File: src/hw/autocorrPkg.sv
package autocorrPkg;

	////////////////////////////////////////
	// Frame and lag sizes
	////////////////////////////////////////
	localparam int NUM_SAMPLES = 64;
	localparam int NUM_LAGS = 11;

	typedef logic signed [15:0] sample_t;
	typedef logic signed [31:0] acc_t;

	// Word address map
	localparam logic [7:0] ADDR_SAMPLE_BASE = 8'h00;
	localparam logic [7:0] ADDR_CTRL = 8'h40;
	localparam logic [7:0] ADDR_STATUS = 8'h41;
	localparam logic [7:0] ADDR_RESULT_BASE = 8'h50;

	////////////////////////////////////////
	// Bus word views
	////////////////////////////////////////
	typedef struct packed {
		logic [15:0] reserved;
		sample_t sample;
	} sampleView_t;

	typedef struct packed {
		logic [30:0] reserved;
		logic start;
	} ctrlView_t;

	typedef union packed {
		sampleView_t sampleView;
		ctrlView_t ctrlView;
	} busWord_u;

	// One lane lookup, indices from the lane and samples from the store
	typedef struct packed {
		logic [5:0] leadIdx;
		logic [5:0] lagIdx;
		sample_t leadSample;
		sample_t lagSample;
	} sampleRead_t;

	typedef struct packed {
		logic valid;
		logic [3:0] lag;
		acc_t sum;
	} lagResult_t;

	typedef struct packed {
		logic busy;
		logic done;
		logic [4:0] normShift;
		logic [24:0] pad;
	} statusWord_t;

endpackage

File: src/hw/autocorrBusSlave.sv
module autocorrBusSlave
	import autocorrPkg::*;
(
	input logic clk,
	input logic rst,
	input logic cyc,
	input logic stb,
	input logic we,
	input logic [7:0] adr,
	input logic [31:0] datWr,
	output logic [31:0] datRd,
	output logic ack,
	output logic sampleWe,
	output logic [5:0] sampleIdx,
	output sample_t sampleData,
	input sample_t sampleRdData,
	output logic start,
	input logic runDone,
	input logic [4:0] normShift,
	output logic [3:0] resultIdx,
	input acc_t resultData
);

	logic request;
	logic busy;
	logic [7:0] sampleOff;
	logic [7:0] resultOff;
	logic sampleHit;
	logic resultHit;
	busWord_u wrWord;
	busWord_u rdWord;
	statusWord_t status;

	// One request per ack, the master drops stb on ack
	assign request = cyc && stb && !ack;
	assign wrWord = datWr;

	////////////////////////////////////////
	// Address decode
	////////////////////////////////////////
	assign sampleOff = adr - ADDR_SAMPLE_BASE;
	assign resultOff = adr - ADDR_RESULT_BASE;
	assign sampleHit = sampleOff < 8'(NUM_SAMPLES);
	assign resultHit = resultOff < 8'(NUM_LAGS);
	assign sampleIdx = sampleOff[5:0];
	assign resultIdx = resultOff[3:0];

	assign sampleWe = request && we && sampleHit && !busy;
	assign sampleData = wrWord.sampleView.sample;
	assign start = request && we && adr == ADDR_CTRL && wrWord.ctrlView.start && !busy;

	always_comb
	begin
		status = '0;
		status.busy = busy;
		status.done = runDone;
		status.normShift = normShift;
	end

	// Read mux, unmapped addresses give zero
	always_comb
	begin
		rdWord = '0;
		if (sampleHit)
			rdWord.sampleView.sample = sampleRdData;
		else if (adr == ADDR_STATUS)
			rdWord = status;
		else if (resultHit)
			rdWord = resultData;
	end

	always_ff @(posedge clk)
	begin
		if (rst)
		begin
			ack <= 1'b0;
			busy <= 1'b0;
		end
		else
		begin
			ack <= request;
			if (start)
				busy <= 1'b1;
			else if (runDone)
				busy <= 1'b0;
		end
	end

	always_ff @(posedge clk)
	begin
		if (request)
			datRd <= rdWord;
	end

	assert property (@(posedge clk) disable iff (rst) ack |=> !ack);

endmodule

File: config.mk
export PLATFORM = sky130hd
export DESIGN_NAME = autocorrBusSlave
export DESIGN_NICKNAME = d
export VERILOG_FILES = /design/src/hw/autocorrPkg.sv /design/src/hw/autocorrBusSlave.sv
export SDC_FILE = /design/constraint.sdc
export NUM_CORES = 1
export LEC_CHECK = 0
export ABC_AREA = 0
export BUFFER_PORTS_ARGS = -buffer_cell sky130_fd_sc_hd__buf_2
export CORE_UTILIZATION = 32
export DETAILED_ROUTE_END_ITERATION = 8
export HOLD_SLACK_MARGIN = 0.02
export MAX_ROUTING_LAYER = met4
export PLACE_DENSITY = 0.75
export RECOVER_POWER = 25
export SLEW_MARGIN = 20
export SYNTH_ARGS = -nofsm -noshare
export SYNTH_HDL_FRONTEND = slang
export SYNTH_SLANG_ARGS = --single-unit
File: constraint.sdc
create_clock -name clk -period 2 [get_ports clk]
set_clock_uncertainty 0.05 [all_clocks]
set_input_delay 0.3 -clock clk [delete_from_list [all_inputs] [get_ports clk]]
set_output_delay 0.3 -clock clk [all_outputs]
set_load 0.01 [all_outputs]
==> flow_metrics.tcl <==
set metrics [dict create \
    status "complete, no violations" \
    route.antenna.remaining_nets 0 \
    crit_path_top_delay_cell "sky130_fd_sc_hd__and3b_2" \
    crit_arrival_ps 1340 \
    hold_critical_path_depth 2 \
    crit_path_cell_trace "and3b_2, and4_2, buf_2" \
    finalWorstPathRequiredPeriod_ps 1690 \
    number_of_global_route_vias_before_repair 1090 \
    cp-startpoint "ack$_SDFF_PP0_" \
    io_pins 160 \
    critical_path.endpoint_type "primary output" \
    power.ir.vdd_worst_mv 0.200 \
    setup.worst_path.class "flop to primary output" \
    grt_overflow_total 0 \
    post_drt_wl_per_cell_um 14.2 \
    worst-r2r-setup-slack_ps 590 \
    r2r_end "datRd[27]$_SDFFCE_PP0N_" \
    drive_above_1_share_pct 57.6 \
    synth.ff_latch_count 34 \
    synth-async-reset-ratio_pct 0 \
    pin_slew_with_the_least_headroom_to_its_limit_ps 353 \
    grt_antenna_before_repair 0 \
    floorplan.die_area_mm2 0.00540 \
    timing.hold.worst.start "rst" \
    leakage_component_of_the_power_uw 0.000939 \
    worstHoldPathType "input pin to flop" \
    drv_cap 0 \
    setup_viol 0 \
    worst_setup_slack_final_ps 313 \
    cts.htree.levels 2 \
    netlist-cell-type-count 20 \
    grt_setup_unrepaired "false" \
    chip_width_um 73.5 \
    ys_top_cells_by_count "32 x sky130_fd_sc_hd__edfxtp_1, 27 x sky130_fd_sc_hd__buf_4, 22 x sky130_fd_sc_hd__a22o_1" \
    via_count 1228 \
    synth_area_mm2 0.00163 \
    layout-area-overhead-vs-synth_pct 29.7 \
    synth_cells 111 \
    core.rowCount 25 \
    final_net_count 301 \
    synth_top_area_share_pct 58.8 \
    reg2reg_depth 2 \
    largest_cells_by_area_after_synthesis "sky130_fd_sc_hd__edfxtp_1 59%, sky130_fd_sc_hd__buf_4 12%, sky130_fd_sc_hd__a22o_1 12%" \
    required_ps 1650 \
    synth_edf_count 32 \
    clock_sink_count 34 \
    cts_tree "yes" \
    synth_top_area_cell "sky130_fd_sc_hd__edfxtp_1" \
    synthesis.nets 210 \
    clkSlewWorstSetupHoldPaths_ps 60 \
    post_cts.resized_instances 0 \
    reg2reg_from "ack$_SDFF_PP0_" \
    cts.root.buffer_cell "sky130_fd_sc_hd__clkbuf_8" \
    drt_iter0_drc 37 \
    cp_top_family "simple AND/OR/NAND/NOR gates" \
    routabilityCongestion 0.681 \
    hold_violations 0 \
    worst_slew_slack_as_a_fraction_of_its_limit_pct 76.2 \
    post_cts_hold_buffer_count 0 \
    startpoint_type "flop" \
    post-route-period-util_pct 84.4 \
    drt-pass1-iter-count 4 \
    cts_post_setup_buffers_inserted 0 \
    timing.final.max_slew_violations 0 \
    half_perimeter_wire_length_after_placement_mm 2.99 \
    holdPathEnd "ack$_SDFF_PP0_" \
    fp.coreArea_mm2 0.00482 \
    grt_pass1_wl_mm 5.18 \
    synth_seq_area_share_pct 61.3 \
    worst_path_largest_cell_delay_ps 360 \
    post-synth-top-count-cell "sky130_fd_sc_hd__edfxtp_1" \
    portBuffers 113 \
    grt_max_degree 33 \
    cellPowerDensity_mw_per_mm2 695 \
    grtUsageTotal_pct 14.0 \
    dpl_worst_slack_ps 405 \
    cp.buffers_inverters 1 \
    drcViolationCount 0 \
    totalWireLength_mm 3.83 \
    initial_standard_cell_utilization_of_the_core_pct 33.9 \
    antenna_cells 0 \
    insertion_delay_ps 270 \
    crit_path_max_fanout 10 \
    number_of_buffers_inserted_during_clock_tree_synthesis 5 \
    post_synth.cell_area_avg_um2 14.7 \
    sum_neg_setup_slack_ps 0 \
    synth_warnings 0 \
    max_freq_mhz 593 \
    vias_per_cell 4.55 \
    finish.utilization_pct 44.0 \
    ctsLongestPathBuffers 2 \
    dieHeight_um 73.5 \
    synthFlopType "sky130_fd_sc_hd__edfxtp_1" \
]
## worst register-to-register path, stage by stage, from the launching register on
cell                      delay, ps
sky130_fd_sc_hd__dfxtp_1        300
sky130_fd_sc_hd__and3b_2        360
sky130_fd_sc_hd__buf_4          360
## metrics by stage
| stage | cells | instance area [µm²] | total power [µW] | hold WS [ps] |
|---|---|---|---|---|
| finish | 270 | 2120 | 1470 | 136 |
| global route | 270 | 2120 | 1540 | 125 |
| CTS | 270 | 2130 | 1500 | 130 |
| detailed placement | 262 | 2050 | 1030 | 425 |
| global placement | 262 | 2050 | 1030 | 421 |
| floorplan | 111 | 1640 | 957 | 322 |
## worst max-delay path by stage
stage | endpoint | slack (ps) | cells past startpoint
after global routing | start | 230 | 3
after detailed placement | datRd[26]$_SDFFCE_PP0N_ | 400 | 4
after floorplan | start | 360 | 2
final | start | 310 | 3
after CTS | start | 280 | 3
after global placement | datRd[29]$_SDFFCE_PP0N_ | 450 | 4
## layer usage
| metal | vias to the layer above | wire length [µm] | global-route usage, % |
|---|---|---|---|
| met1 | 544 | 1470 | 13.7 |
| met4 | 0 | 163 | 10.0 |
| met2 | 88 | 1800 | 23.1 |
| met5 | - | 0 | - |
| met3 | 19 | 404 | 4.80 |
| li1 | 577 | - | - |
## flip-flops by register name, summed over array words and instances (netlist names)
register / cells
ack: 1
busy: 1
datRd: 32
## logic make-up after synthesis
group,Yosys count,share of synthesized area (%)
flip-flops,34,61.3
buffers and inverters,32,15.4
AO/OA/AOI/OAI,26,14.9
AND/OR/NAND/NOR,19,8.50
## where the power goes
| group | leakage, µW | switching, µW | internal (µW) |
|---|---|---|---|
| Sequential | 0.000306 | 7.21 | 814 |
| Clock | 0.0000426 | 223 | 239 |
| Combinational | 0.000591 | 95.8 | 94.5 |
## cell usage in the layout, fill, tap and decap left out, types with 2 or more instances in the layout
cell type                  netlist  layout
sky130_fd_sc_hd__a22o_1         22      22
sky130_fd_sc_hd__nor2b_1         2       2
sky130_fd_sc_hd__edfxtp_1       32      32
sky130_fd_sc_hd__buf_4          27       2
sky130_fd_sc_hd__buf_2           0     102
sky130_fd_sc_hd__clkbuf_8        0       5
sky130_fd_sc_hd__clkbuf_1        0      12
sky130_fd_sc_hd__and2_1          9       9
sky130_fd_sc_hd__dfxtp_1         2       2
## final cells by class
type,count,area (µm²)
clock buffer,6,72.6
fill,459,2700
multi-input combinational,45,383
clock inverter,2,8.76
sequential,34,1000
timing repair buffer,115,567
tap,67,83.8
inverter,1,3.75
Power figures use the tool's default switching activity.
