[src/hw/autocorrPkg.sv]
package autocorrPkg;

	////////////////////////////////////////
	// Frame and lag sizes
	////////////////////////////////////////
	localparam int NUM_SAMPLES = 64;
	localparam int NUM_LAGS = 11;

	typedef logic signed [15:0] sample_t;
	typedef logic signed [31:0] acc_t;

	// Word address map
	localparam logic [7:0] ADDR_SAMPLE_BASE = 8'h00;
	localparam logic [7:0] ADDR_CTRL = 8'h40;
	localparam logic [7:0] ADDR_STATUS = 8'h41;
	localparam logic [7:0] ADDR_RESULT_BASE = 8'h50;

	////////////////////////////////////////
	// Bus word views
	////////////////////////////////////////
	typedef struct packed {
		logic [15:0] reserved;
		sample_t sample;
	} sampleView_t;

	typedef struct packed {
		logic [30:0] reserved;
		logic start;
	} ctrlView_t;

	typedef union packed {
		sampleView_t sampleView;
		ctrlView_t ctrlView;
	} busWord_u;

	// One lane lookup, indices from the lane and samples from the store
	typedef struct packed {
		logic [5:0] leadIdx;
		logic [5:0] lagIdx;
		sample_t leadSample;
		sample_t lagSample;
	} sampleRead_t;

	typedef struct packed {
		logic valid;
		logic [3:0] lag;
		acc_t sum;
	} lagResult_t;

	typedef struct packed {
		logic busy;
		logic done;
		logic [4:0] normShift;
		logic [24:0] pad;
	} statusWord_t;

endpackage

[src/hw/lagLane.sv]
module lagLane
	import autocorrPkg::*;
#(
	parameter int numSamples = NUM_SAMPLES,
	parameter int firstLag = 0,
	parameter int lagStep = 2
)
(
	input logic clk,
	input logic rst,
	input logic start,
	output sampleRead_t rdIdx,
	input sampleRead_t rdSamples,
	output lagResult_t result,
	output logic laneDone
);

	// Highest lag of this lane's parity
	localparam int lastLag = firstLag + ((NUM_LAGS - 1 - firstLag) / lagStep) * lagStep;

	logic macActive;
	logic emitActive;
	logic [3:0] lag;
	logic [5:0] n;
	acc_t acc;

	// acc + 2*a*b, saturated to 32 bits
	function automatic acc_t macSat(acc_t sum, sample_t a, sample_t b);
		acc_t prod;
		logic signed [33:0] wide;
		prod = a * b;
		wide = $signed({{2{sum[31]}}, sum}) + $signed({prod[31], prod, 1'b0});
		if (wide[33:31] == 3'b000 || wide[33:31] == 3'b111)
			return wide[31:0];
		else if (wide[33])
			return 32'sh8000_0000;
		else
			return 32'sh7FFF_FFFF;
	endfunction

	always_ff @(posedge clk)
	begin
		if (rst)
		begin
			macActive <= 1'b0;
			emitActive <= 1'b0;
			laneDone <= 1'b0;
			lag <= 4'(firstLag);
			n <= 6'(firstLag);
		end
		else if (start)
		begin
			macActive <= 1'b1;
			emitActive <= 1'b0;
			laneDone <= 1'b0;
			lag <= 4'(firstLag);
			n <= 6'(firstLag);
			acc <= '0;
		end
		else if (macActive)
		begin
			acc <= macSat(acc, rdSamples.leadSample, rdSamples.lagSample);
			if (n == 6'(numSamples - 1))
			begin
				macActive <= 1'b0;
				emitActive <= 1'b1;
			end
			else
			begin
				n <= n + 6'd1;
			end
		end
		else if (emitActive)
		begin
			emitActive <= 1'b0;
			if (lag == 4'(lastLag))
			begin
				laneDone <= 1'b1;
			end
			else
			begin
				// Next lag starts at n = k
				macActive <= 1'b1;
				lag <= lag + 4'(lagStep);
				n <= 6'(lag) + 6'(lagStep);
				acc <= '0;
			end
		end
	end

	always_comb
	begin
		rdIdx = '0;
		rdIdx.leadIdx = n;
		rdIdx.lagIdx = n - 6'(lag);
	end

	always_comb
	begin
		result.valid = emitActive;
		result.lag = lag;
		result.sum = acc;
	end

	assert property (@(posedge clk) disable iff (rst) n <= 6'(numSamples - 1));
	// No result once the lane has finished its last lag
	assert property (@(posedge clk) disable iff (rst) result.valid |-> !laneDone);

endmodule

[config.mk]
export PLATFORM = sky130hd
export DESIGN_NAME = lagLane
export DESIGN_NICKNAME = d
export VERILOG_FILES = /design/src/hw/autocorrPkg.sv /design/src/hw/lagLane.sv
export SDC_FILE = /design/constraint.sdc
export NUM_CORES = 1
export LEC_CHECK = 0
export BUFFER_PORTS_ARGS = -buffer_cell sky130_fd_sc_hd__buf_4
export CAP_MARGIN = 5
export CORE_MARGIN = 3
export CORE_UTILIZATION = 40
export DETAILED_ROUTE_END_ITERATION = 10
export PLACE_DENSITY_LB_ADDON = 0.08
export SYNTH_ARGS = -nofsm -noshare
export SYNTH_HDL_FRONTEND = slang
export SYNTH_SLANG_ARGS = --single-unit
[constraint.sdc]
create_clock -name clk -period 26.1 [get_ports clk]
set_input_delay 2.61 -clock clk [delete_from_list [all_inputs] [get_ports clk]]
set_output_delay 2.61 -clock clk [all_outputs]
set_load 0.02 [all_outputs]
==> Flow_metrics.wiki, run 1 <==
{| class="wikitable"
! Metric !! Value
|-
| Achievable frequency || 88.84 MHz
|-
| Average wire length per cell after detail routing || 16.61 um
|-
| Number of enable flip-flop cells after synthesis || 32
|-
| CORE AREA || 33700 um^2
|-
| Vias in the first global route || 10490
|-
| Number of clock sinks || 44
|-
| First-pass GRT wire length || 55.50 mm
|-
| Number of max-cap violations || 0
|-
| Count of port buffers added during placement || 83
|-
| Number of antenna-violating nets in the routed design || 0
|-
| Top area cells in the synthesized netlist || sky130_fd_sc_hd__fa_1 38%, sky130_fd_sc_hd__ha_1 11%, sky130_fd_sc_hd__inv_1 8.6%
|-
| Number of distinct library cell variants in the gate-level netlist after synthesis || 72
|-
| Setup-failing EPs final || 0
|-
| Number of iterations in the first detailed-routing pass || 5
|-
| Post-Route Skew || 5.141 ps
|-
| Largest stage delay, worst path || 720 ps
|-
| Area growth syn-to-layout || 7.556%
|-
| Layout cells sized above 1 || 8.232%
|-
| Number of placed I/O pins || 129
|-
| Clock tree from TritonCTS || yes
|-
| Worst setup path class || primary input to flop
|-
| Largest net degree at the start of global routing || 33
|-
| Cell with the largest stage delay on the worst path || sky130_fd_sc_hd__o41ai_1
|-
| Vertical extent of the die || 191.6 um
|-
| Starting DRC count in detailed routing || 440
|-
| Post-route DRC || 0
|-
| Cell area after technology mapping || 13780 um^2
|-
| Post-synthesis sequential element count || 44
|-
| Number of synthesis warnings || 0
|-
| Number of slew-limit violations in the final report || 0
|-
| Number of inserted diodes || 0
|-
| Detail Placement HPWL || 27.22 mm
|-
| Initial standard-cell utilization of the core || 40.88%
|-
| # resized after CTS || 0
|-
| Area share of the largest cell type after synthesis || 38.36%
|-
| Worst Path Buf+Inv || 5
|-
| Most frequent cell on the critical path || sky130_fd_sc_hd__fa_1
|-
| Kind of path behind the tightest hold check || flop to flop
|-
| Post-synthesis instance total || 1505
|-
| Ys async rst share || 0%
|-
| Final-report hold violation count || 0
|-
| Kind of start point of the critical path || primary input
|-
| Sum of negative setup slack || 0 ps
|-
| Actual slew at the worst max-slew pin || 776.2 ps
|-
| Clk slew on worst S/H paths || 70 ps
|-
| Primary flip-flop cell chosen by synthesis mapping || sky130_fd_sc_hd__edfxtp_1
|-
| Sequential standard cell area || 1201 um^2
|-
| Number of H-tree branching levels || 2
|-
| Maximum root-to-sink buffer count || 2
|-
| Die width || 191.6 um
|-
| Root Buffer || sky130_fd_sc_hd__clkbuf_16
|-
| Initial antenna violation count || 0
|-
| Aggregate global routing overflow || 0
|-
| Largest fanout on the critical path || 19
|-
| Relative max-transition margin || 47.57%
|-
| Area occupied by multi-input gates || 11070 um^2
|-
| Die Outline Area || 36700 um^2
|-
| Buffers inserted by post-CTS timing repair || 0
|-
| Routability cong. || 0.8411
|-
| DRT Wirelength || 33.28 mm
|-
| CP arrival || 11270 ps
|-
| Family of cells with the greatest summed delay on the critical path || adder cells
|-
| Std cell rows || 67
|-
| Total of fill cells in the finished design || 3427
|-
| Share of the clock period used by the worst path after layout || 43.13%
|-
| Req. time, crit path || 26120 ps
|-
| Worst Setup End Kind || flop
|-
| Share of synthesized area occupied by flip-flops and latches || 8.719%
|-
| Unrepaired setup endpoints after global routing || no
|-
| Min Tclk post-route || 11260 ps
|-
| Mean number of vias per cell || 4.995
|-
| Post-CTS Hold Fix Bufs || 0
|-
| Outcome || finished, final reports clean
|-
| Average cell area after synthesis || 9.154 um^2
|-
| Aggregate global-route resource usage || 18.96%
|-
| Number of vias after detailed routing || 10000
|-
| Number of nets in the final layout || 1987
|-
| Source-to-sink clock delay at the later pin of the worst-skew pair || 290 ps
|-
| Leading area contributor after synthesis || sky130_fd_sc_hd__fa_1
|-
| Number of buffers created by CTS || 5
|}
placed cells by master, fill, tap and decap left out, drive strengths merged, types with 4 or more instances in the layout:
cell	count
a211oi	5
a21o	37
a21oi	59
a31oi	5
and2	128
and3	8
buf	87
clkbuf	7
conb	33
dfxtp	12
edfxtp	32
fa	264
ha	122
inv	317
nand2	150
nand2b	13
nand3	14
nand4	5
nor2	47
nor2b	10
nor3	13
o21a	9
o21ai	29
o21bai	10
o22ai	23
or2	4
xnor2	43
xor2	21
cell type report:
class / instances / share of cell area, %
Multi-Input combinational cell: 1100 / 74.69
Sequential cell: 44 / 8.106
Inverter: 316 / 8.005
Timing Repair Buffer: 87 / 4.408
Tap cell: 448 / 3.783
Clock buffer: 7 / 0.9626
Clock inverter: 1 / 0.04222
per-layer routing:
metal	track usage (%)	share of wire, %	vias up
met5	0	0	-
met4	2.738	1.0	0
met3	1.497	3.3	23
met2	32.50	49	180
met1	26.95	46	5070
li1	-	-	4731
cells by family after synthesis:
kind of cell	synth area share, %
fa+ha+maj	49.44
other cells	0.02722
buf+inv	11.83
compound gates	11.34
mux	0.1544
xor+xnor	4.069
flops	8.719
simple gates	14.41
path summary, 6_finish.rpt:
| kind | start | to | slack, ps | depth (start not counted) |
|---|---|---|---|---|
| worst min register to register | laneDone | laneDone | 470 | 2 |
| worst max register to register | acc[1] | acc[15] | 21930 | 12 |
| worst min-delay path | laneDone | laneDone | 470 | 2 |
| worst max-delay path | rdSamples[15] | acc[15] | 14840 | 30 |
worst register-to-register path, stage by stage (launching register included):
cell and delay, ps:
sky130_fd_sc_hd__edfxtp_1 430, sky130_fd_sc_hd__ha_1 260, sky130_fd_sc_hd__fa_1 400, sky130_fd_sc_hd__a21o_1 220, sky130_fd_sc_hd__a221oi_2 430, sky130_fd_sc_hd__o41ai_4 180
sky130_fd_sc_hd__o21ai_1 380, sky130_fd_sc_hd__o21ai_1 210, sky130_fd_sc_hd__nand3_1 170, sky130_fd_sc_hd__a22oi_1 130, sky130_fd_sc_hd__o21bai_2 540, sky130_fd_sc_hd__buf_4 410
sky130_fd_sc_hd__o32ai_1 140
flip-flops by register name, summed over array words and instances, names as in the netlist:
name	cells
emitActive	1
macActive	1
acc	32
laneDone	1
lag	3
n	6
synthesized netlist by cell type, types with 4 or more instances:
library cell	count
sky130_fd_sc_hd__xnor2_1	43
sky130_fd_sc_hd__fa_1	264
sky130_fd_sc_hd__nand3_1	14
sky130_fd_sc_hd__nor2b_1	10
sky130_fd_sc_hd__a31oi_1	5
sky130_fd_sc_hd__a211oi_1	4
sky130_fd_sc_hd__a21o_1	37
sky130_fd_sc_hd__buf_4	37
sky130_fd_sc_hd__o22ai_1	7
sky130_fd_sc_hd__and3_1	8
sky130_fd_sc_hd__o21a_1	9
sky130_fd_sc_hd__clkbuf_1	36
sky130_fd_sc_hd__o21bai_1	9
sky130_fd_sc_hd__xor2_1	21
sky130_fd_sc_hd__dfxtp_1	12
sky130_fd_sc_hd__nand2b_1	13
sky130_fd_sc_hd__nor3_1	13
sky130_fd_sc_hd__edfxtp_1	32
sky130_fd_sc_hd__inv_1	316
sky130_fd_sc_hd__o22ai_2	16
sky130_fd_sc_hd__nor2_1	47
sky130_fd_sc_hd__a21oi_1	56
sky130_fd_sc_hd__ha_1	122
sky130_fd_sc_hd__and2_1	128
sky130_fd_sc_hd__nand2_1	150
sky130_fd_sc_hd__o21ai_0	26
sky130_fd_sc_hd__nand4_1	5
metrics by stage:
stage	utilization, %	hold WS (ps)	instance area, um^2	std cells	setup WS, ps
2_1_floorplan	-	504.5	13900	1537	16090
3_3_place_gp	43.53	466.9	14670	1995	14580
3_5_place_dp	43.53	462.4	14670	1995	14570
4_1_cts	43.97	479.9	14820	2003	14850
5_1_grt	43.97	509.7	14820	2003	14250
6_report	43.97	473.8	14820	2003	14840
Power of run 1 is left out: the tool's default activity adds up to more than one toggle a clock period on the data nets, which glitch-free logic cannot reach.
==> run 2, diff against run 1 <==
--- a/config.mk
+++ b/config.mk
@@ -5,6 +5,7 @@
 export SDC_FILE = /design/constraint.sdc
 export NUM_CORES = 1
 export LEC_CHECK = 0
+export ABC_AREA = 1
 export BUFFER_PORTS_ARGS = -buffer_cell sky130_fd_sc_hd__buf_4
 export CAP_MARGIN = 5
 export CORE_MARGIN = 3
==> constraint.sdc (replaced) <==
create_clock -name clk -period 10.5 [get_ports clk]
set_input_delay 1.05 -clock clk [delete_from_list [all_inputs] [get_ports clk]]
set_output_delay 1.05 -clock clk [all_outputs]
set_load 0.02 [all_outputs]
==> Flow_metrics.wiki, run 2 <==
{| class="wikitable"
! Metric !! Value
|-
| Number of H-tree branching levels || 2 (unchanged)
|-
| Top area cells in the synthesized netlist || sky130_fd_sc_hd__fa_1 35%, sky130_fd_sc_hd__inv_1 13%, sky130_fd_sc_hd__nand2_1 13% (was sky130_fd_sc_hd__fa_1 38%, sky130_fd_sc_hd__ha_1 11%, sky130_fd_sc_hd__inv_1 8.6%)
|-
| Number of slew-limit violations in the final report || 0 (unchanged)
|-
| Sum of negative setup slack || 0 ps (unchanged)
|-
| Maximum root-to-sink buffer count || 2 (unchanged)
|-
| Relative max-transition margin || 26.44% (was 47.57%)
|-
| Actual slew at the worst max-slew pin || 1101 ps (was 776.2 ps)
|-
| # resized after CTS || 0 (unchanged)
|-
| Ys async rst share || 0% (unchanged)
|-
| Starting DRC count in detailed routing || 537 (was 440)
|-
| Number of antenna-violating nets in the routed design || 0 (unchanged)
|-
| Most frequent cells in the layout || 539 x sky130_fd_sc_hd__inv_1, 514 x sky130_fd_sc_hd__nand2_1, 264 x sky130_fd_sc_hd__fa_1 (was 316 x sky130_fd_sc_hd__inv_1, 264 x sky130_fd_sc_hd__fa_1, 150 x sky130_fd_sc_hd__nand2_1)
|-
| Area growth syn-to-layout || 6.502% (was 7.556%)
|-
| Detail Placement HPWL || 33.82 mm (was 27.22 mm)
|-
| Most flops, register || acc (unchanged)
|-
| Number of nets in the final layout || 2468 (was 1987)
|-
| Largest fanout on the critical path || 17 (was 19)
|-
| Leading area contributor after synthesis || sky130_fd_sc_hd__fa_1 (unchanged)
|-
| First-pass GRT wire length || 65.19 mm (was 55.50 mm)
|-
| Post-CTS Hold Fix Bufs || 0 (unchanged)
|-
| Clock tree from TritonCTS || yes (unchanged)
|-
| Aggregate global-route resource usage || 20.49% (was 18.96%)
|-
| Vias in the first global route || 12630 (was 10490)
|-
| Root Buffer || sky130_fd_sc_hd__clkbuf_16 (unchanged)
|-
| Area fraction in compound gates after synthesis || 5.112% (was 11.34%)
|-
| Biggest regs || acc: 32 flops, n: 6 flops, lag: 3 flops (unchanged)
|-
| Number of max-cap violations || 0 (unchanged)
|-
| Top post-synthesis cells by count || 539 x sky130_fd_sc_hd__inv_1, 514 x sky130_fd_sc_hd__nand2_1, 264 x sky130_fd_sc_hd__fa_1 (was 316 x sky130_fd_sc_hd__inv_1, 264 x sky130_fd_sc_hd__fa_1, 150 x sky130_fd_sc_hd__nand2_1)
|-
| Kind of path behind the tightest hold check || flop to flop (unchanged)
|-
| Most frequent cell on the critical path || sky130_fd_sc_hd__nand2_1 (was sky130_fd_sc_hd__fa_1)
|-
| Number of vias after detailed routing || 12010 (was 10000)
|-
| Kind of start point of the critical path || primary input (unchanged)
|-
| Mean number of vias per cell || 4.798 (was 4.995)
|-
| Average cell area after synthesis || 7.470 um^2 (was 9.154 um^2)
|-
| Setup-failing EPs final || 0 (unchanged)
|-
| Share of the clock period used by the worst path after layout || 85.27%
|-
| Placed Instances || 2496 (was 1995)
|-
| Number of synthesis warnings || 0 (unchanged)
|-
| DRT Wirelength || 38.99 mm (was 33.28 mm)
|-
| Count of port buffers added during placement || 83 (unchanged)
|-
| Die width || 199.8 um (was 191.6 um)
|-
| Post-synthesis sequential element count || 44 (unchanged)
|-
| Routability cong. || 0.9105 (was 0.8411)
|-
| Buffers inserted by post-CTS timing repair || 0 (unchanged)
|-
| Main combinational cell family by area after synthesis || adder cells (unchanged)
|-
| Number of placed I/O pins || 129 (unchanged)
|-
| Number of inserted diodes || 0 (unchanged)
|-
| Die Outline Area || 39940 um^2 (was 36700 um^2)
|-
| Req. time, crit path || 10660 ps (was 26120 ps)
|-
| Min Tclk post-route || 8953 ps
|-
| Area share of the largest cell type after synthesis || 35.16% (was 38.36%)
|-
| Average wire length per cell after detail routing || 15.57 um (was 16.61 um)
|-
| Post-route DRC || 0 (unchanged)
|-
| Worst setup path class || primary input to flop (unchanged)
|-
| Multiplexer area fraction after synthesis || 0% (was 0.1544%)
|-
| Number of distinct library cell variants in the gate-level netlist after synthesis || 44 (was 72)
|-
| Adder and majority cell fraction of the synthesized area || 45.32% (was 49.44%)
|-
| Layout cells sized above 1 || 7.269% (was 8.232%)
|-
| Most frequent standard cell in the layout excluding fill and tap cells || sky130_fd_sc_hd__inv_1 (unchanged)
|-
| Clk slew on worst S/H paths || 70 ps (about the same)
|-
| Worst Setup End Kind || flop (unchanged)
|-
| Number of standard cells in the layout, taps in and fillers out || 2504 (was 2003)
|-
| Number of iterations in the first detailed-routing pass || 5 (unchanged)
|-
| Outcome || finished, final reports clean (unchanged)
|-
| CP arrival || 9120 ps (was 11270 ps)
|-
| Basic-gate share of the synthesized area counting and, or, nand and nor cells || 20.80% (was 14.41%)
|-
| Achievable frequency || 111.7 MHz
|-
| Xor/xnor share of the synthesized area || 3.497% (was 4.069%)
|-
| Vertical extent of the die || 199.8 um (was 191.6 um)
|-
| Worst setup timing slack at the placement stage || 1273 ps (was 14570 ps)
|-
| Post-synthesis instance total || 2012 (was 1505)
|-
| Most numerous cell in the Yosys netlist || sky130_fd_sc_hd__inv_1 (unchanged)
|-
| Final-report hold violation count || 0 (unchanged)
|-
| Share of synthesized area occupied by flip-flops and latches || 7.992% (was 8.719%)
|-
| Aggregate global routing overflow || 0 (unchanged)
|-
| Largest stage delay, worst path || 530 ps (was 720 ps)
|-
| Number of flip-flops under the largest register name || 32 (unchanged)
|-
| Cell area after technology mapping || 15030 um^2 (was 13780 um^2)
|-
| CORE AREA || 36790 um^2 (was 33700 um^2)
|-
| Slack of the critical path || 1547 ps (was 14840 ps)
|-
| Std cell rows || 70 (was 67)
|-
| Largest net degree at the start of global routing || 33 (unchanged)
|-
| Number of enable flip-flop cells after synthesis || 32 (unchanged)
|-
| Number of clock sinks || 44 (unchanged)
|-
| Unrepaired setup endpoints after global routing || no (unchanged)
|-
| Number of buffers created by CTS || 5 (unchanged)
|-
| Fraction of the core area covered by cells at the end of the flow || 43.51% (was 43.97%)
|-
| Initial standard-cell utilization of the core || 40.86% (was 40.88%)
|-
| Primary flip-flop cell chosen by synthesis mapping || sky130_fd_sc_hd__edfxtp_1 (unchanged)
|-
| Initial antenna violation count || 0 (unchanged)
|-
| Source-to-sink clock delay at the later pin of the worst-skew pair || 300 ps (was 290 ps)
|-
| Post-Route Skew || 9.133 ps (was 5.141 ps)
|-
| Cell with the largest stage delay on the worst path || sky130_fd_sc_hd__fa_1 (was sky130_fd_sc_hd__o41ai_1)
|}
## run 2: critical path: cells and delay by family
family / cells / cell delay [ps]
compound gates: 4 / 790
xor+xnor: 1 / 310
fa+ha+maj: 8 / 3640
buf+inv: 8 / 1270
simple gates: 12 / 2020
## run 2: final cells by class
type | instances | area (um^2)
inverters | 544 | 2042
fillers | 3894 | 20780
well taps | 468 | 585.6
flip-flops and latches | 44 | 1201
multi-input cells | 1355 | 11370
clock inverters | 3 | 45.04
repair buffers | 85 | 638.1
clock buffers | 5 | 125.1
## run 2: worst paths after layout
kind	depth (start not counted)	end	startpoint	slack, ps
hold / removal	2	laneDone	laneDone	490
setup / recovery	33	acc[0]	rdSamples[15]	1550
hold reg to reg	2	laneDone	laneDone	490
setup reg to reg	16	acc[0]	acc[1]	7170
## run 2: cells by family after synthesis
logic type | Yosys count
AOI/OAI and AO/OA | 132
xor gates and xnor gates | 60
adders and majority gates | 386
buffers and inverters | 645
DFF | 44
other | 1
and+or+nand+nor | 744
## run 2: through the flow
stage / instance area (um^2) / hold WS (ps)
finish: 16010 / 487.5
global route: 16010 / 527.7
detailed placement: 15840 / 467.0
CTS: 16010 / 490.1
floorplan: 15150 / 466.3
global placement: 15840 / 464.9
## run 2: per-layer routing
metal  track usage [%]  share of wire [%]  vias to the layer above
li1                  -                  -                     5853
met1             28.72                 47                     5914
met2             35.18                 48                      211
met3             1.678                3.5                       36
met4             4.084                1.5                        0
met5                 0                  0                        -
Power of run 2 is left out for the same reason.
==> run 3, diff against run 2 <==
--- a/config.mk
+++ b/config.mk
@@ -8,10 +8,13 @@
 export ABC_AREA = 1
 export BUFFER_PORTS_ARGS = -buffer_cell sky130_fd_sc_hd__buf_4
 export CAP_MARGIN = 5
+export CELL_PAD_IN_SITES_DETAIL_PLACEMENT = 0
+export CELL_PAD_IN_SITES_GLOBAL_PLACEMENT = 1
 export CORE_MARGIN = 3
 export CORE_UTILIZATION = 40
 export DETAILED_ROUTE_END_ITERATION = 10
 export PLACE_DENSITY_LB_ADDON = 0.08
+export REMOVE_ABC_BUFFERS = 1
 export SYNTH_ARGS = -nofsm -noshare
 export SYNTH_HDL_FRONTEND = slang
 export SYNTH_SLANG_ARGS = --single-unit
==> constraint.sdc (replaced) <==
create_clock -name clk -period 8.19 [get_ports clk]
set_input_delay 0.819 -clock clk [delete_from_list [all_inputs] [get_ports clk]]
set_output_delay 0.819 -clock clk [all_outputs]
set_load 0.02 [all_outputs]
==> Flow_metrics.wiki, run 3 (synthesis gave the netlist of run 2 again) <==
{| class="wikitable"
! Metric !! Value
|-
| Outcome || finished, final reports clean (unchanged)
|-
| Post-Route Skew || 9.096 ps (was 9.133 ps)
|-
| Number of vias after detailed routing || 12100 (was 12010)
|-
| Routability cong. || 0.8921 (was 0.9105)
|-
| Most flops, register || acc (unchanged)
|-
| Number of flip-flops under the largest register name || 32 (unchanged)
|-
| Number of standard cells in the layout, taps in and fillers out || 2549 (was 2504)
|-
| Die width || 199.8 um (unchanged)
|-
| Source-to-sink clock delay at the later pin of the worst-skew pair || 310 ps (was 300 ps)
|-
| Aggregate global routing overflow || 0 (unchanged)
|-
| Share of the clock period used by the worst path after layout || 95.67%
|-
| Mean number of vias per cell || 4.746 (was 4.798)
|-
| Number of placed I/O pins || 129 (unchanged)
|-
| Instance area after placement || 16180 um^2 (was 15840 um^2)
|-
| Req. time, crit path || 8250 ps (was 10660 ps)
|-
| CP arrival || 7900 ps (was 9120 ps)
|-
| Kind of start point of the critical path || primary input (unchanged)
|-
| Routing usage on met1 || 28.59% (was 28.72%)
|-
| Clk slew on worst S/H paths || 70 ps (about the same)
|-
| Number of antenna-violating nets in the routed design || 0 (unchanged)
|-
| Post-CTS Hold Fix Bufs || 0 (unchanged)
|-
| Biggest regs || acc: 32 flops, n: 6 flops, lag: 3 flops (unchanged)
|-
| Number of buffers created by CTS || 5 (unchanged)
|-
| CORE AREA || 36790 um^2 (unchanged)
|-
| Vias in the first global route || 12640 (was 12630)
|-
| Largest fanout on the critical path || 14 (was 17)
|-
| Sequential standard cell area || 1201 um^2 (unchanged)
|-
| Area growth syn-to-layout || 9.932% (was 6.502%)
|-
| Placed Instances || 2537 (was 2496)
|-
| Worst Setup End Kind || flop (unchanged)
|-
| Number of max-cap violations || 0 (unchanged)
|-
| Initial antenna violation count || 0 (unchanged)
|-
| Most frequent cells in the layout || 538 x sky130_fd_sc_hd__inv_1, 512 x sky130_fd_sc_hd__nand2_1, 264 x sky130_fd_sc_hd__fa_1 (was 539 x sky130_fd_sc_hd__inv_1, 514 x sky130_fd_sc_hd__nand2_1, 264 x sky130_fd_sc_hd__fa_1)
|-
| Aggregate global-route resource usage || 20.65% (was 20.49%)
|-
| Number of H-tree branching levels || 2 (unchanged)
|-
| Largest stage delay, worst path || 600 ps (was 530 ps)
|-
| Maximum root-to-sink buffer count || 2 (unchanged)
|-
| Number of nets in the final layout || 2513 (was 2468)
|-
| Final non-filler cell area || 16520 um^2 (was 16010 um^2)
|-
| Met2 demand-to-capacity share in global routing || 36.31% (was 35.18%)
|-
| Most frequent cell on the critical path || sky130_fd_sc_hd__nand2_1 (unchanged)
|-
| Min Tclk post-route || 7835 ps
|-
| Average wire length per cell after detail routing || 15.48 um (was 15.57 um)
|-
| Sum of negative setup slack || 0 ps (unchanged)
|-
| Largest net degree at the start of global routing || 33 (unchanged)
|-
| Count of port buffers added during placement || 83 (unchanged)
|-
| Std cell rows || 70 (unchanged)
|-
| Number of clock sinks || 44 (unchanged)
|-
| Number of iterations in the first detailed-routing pass || 5 (unchanged)
|-
| Worst setup path class || primary input to flop (unchanged)
|-
| Initial standard-cell utilization of the core || 40.86% (unchanged)
|-
| Achievable frequency || 127.6 MHz
|-
| Starting DRC count in detailed routing || 488 (was 537)
|-
| Total of fill cells in the finished design || 3813 (was 3894)
|-
| Vertical extent of the die || 199.8 um (unchanged)
|-
| Root Buffer || sky130_fd_sc_hd__clkbuf_16 (unchanged)
|-
| Number of slew-limit violations in the final report || 0 (unchanged)
|-
| Detail Placement HPWL || 34.43 mm (was 33.82 mm)
|-
| Kind of path behind the tightest hold check || flop to flop (unchanged)
|-
| Met3 global-route usage || 1.343% (was 1.678%)
|-
| Cell with the largest stage delay on the worst path || sky130_fd_sc_hd__fa_1 (unchanged)
|-
| Final-report hold violation count || 0 (unchanged)
|-
| Hold_ws || 505.9 ps (was 487.5 ps)
|-
| Global route hottest layer || met2 (unchanged)
|-
| Die Outline Area || 39940 um^2 (unchanged)
|-
| Actual slew at the worst max-slew pin || 721.1 ps (was 1101 ps)
|-
| Layout cells sized above 1 || 10.38% (was 7.269%)
|-
| Post-route DRC || 0 (unchanged)
|-
| Relative max-transition margin || 51.42% (was 26.44%)
|-
| DRT Wirelength || 39.47 mm (was 38.99 mm)
|-
| Most frequent standard cell in the layout excluding fill and tap cells || sky130_fd_sc_hd__inv_1 (unchanged)
|-
| First-pass GRT wire length || 65.65 mm (was 65.19 mm)
|-
| Area occupied by multi-input gates || 11490 um^2 (was 11370 um^2)
|-
| Setup-failing EPs final || 0 (unchanged)
|-
| Number of inserted diodes || 0 (unchanged)
|-
| Clock tree from TritonCTS || yes (unchanged)
|}
run 3: cell count changes in the layout (fill, tap and decap cells not counted), moves of 3 or more:
cell / change
sky130_fd_sc_hd__a21oi_2: +5
sky130_fd_sc_hd__a21oi_1: -5
sky130_fd_sc_hd__ha_4: +4
sky130_fd_sc_hd__ha_1: -8
sky130_fd_sc_hd__buf_12: +3
sky130_fd_sc_hd__nor2_1: -4
sky130_fd_sc_hd__buf_4: +41
sky130_fd_sc_hd__ha_2: +4
sky130_fd_sc_hd__nor2_2: +3
run 3: worst max-delay path, delay by kind of cell:
| kind | cells | cell delay (ps) |
|---|---|---|
| AND/OR/NAND/NOR | 15 | 1430 |
| AO/OA/AOI/OAI | 3 | 510 |
| XOR/XNOR | 1 | 150 |
| buffers and inverters | 7 | 1160 |
| adder cells (fa/ha/maj) | 8 | 3820 |
run 3: path summary, 6_finish.rpt:
check                     start       end  slack (ps)  cells after the start
hold reg to reg        laneDone  laneDone         510                      2
setup / recovery  rdSamples[31]   acc[10]         350                     34
hold / removal         laneDone  laneDone         510                      2
setup reg to reg         acc[1]    acc[1]        5440                     16
run 3: timing repair:
action,CTS,global route
endpoints found under the hold margin,0,0
resized for setup,0,24
buffers inserted,0,3
endpoints found under the setup margin,0,31
run 3: layer usage:
layer,wire length (um),vias to the layer above
met2,19340,186
met4,525,0
met3,1295,30
met5,0,-
li1,-,5944
met1,18310,5938
run 3: layout make-up:
class / instances / share of cell area, %
timing repair buffer: 130 / 6.240
clock inverter: 3 / 0.2726
tap: 468 / 3.544
clock buffer: 5 / 0.7573
multi-input combinational: 1355 / 69.53
sequential: 44 / 7.270
inverter: 544 / 12.38
run 3: stage by stage:
stage / worst slack (ps) / util [%]
floorplan: 606.0 / -
global placement: 43.13 / 43.99
detailed placement: 55.39 / 43.99
CTS: 358.2 / 44.45
global route: -10.24 / 44.92
finish: 354.7 / 44.92
Power of run 3 is left out for the same reason.
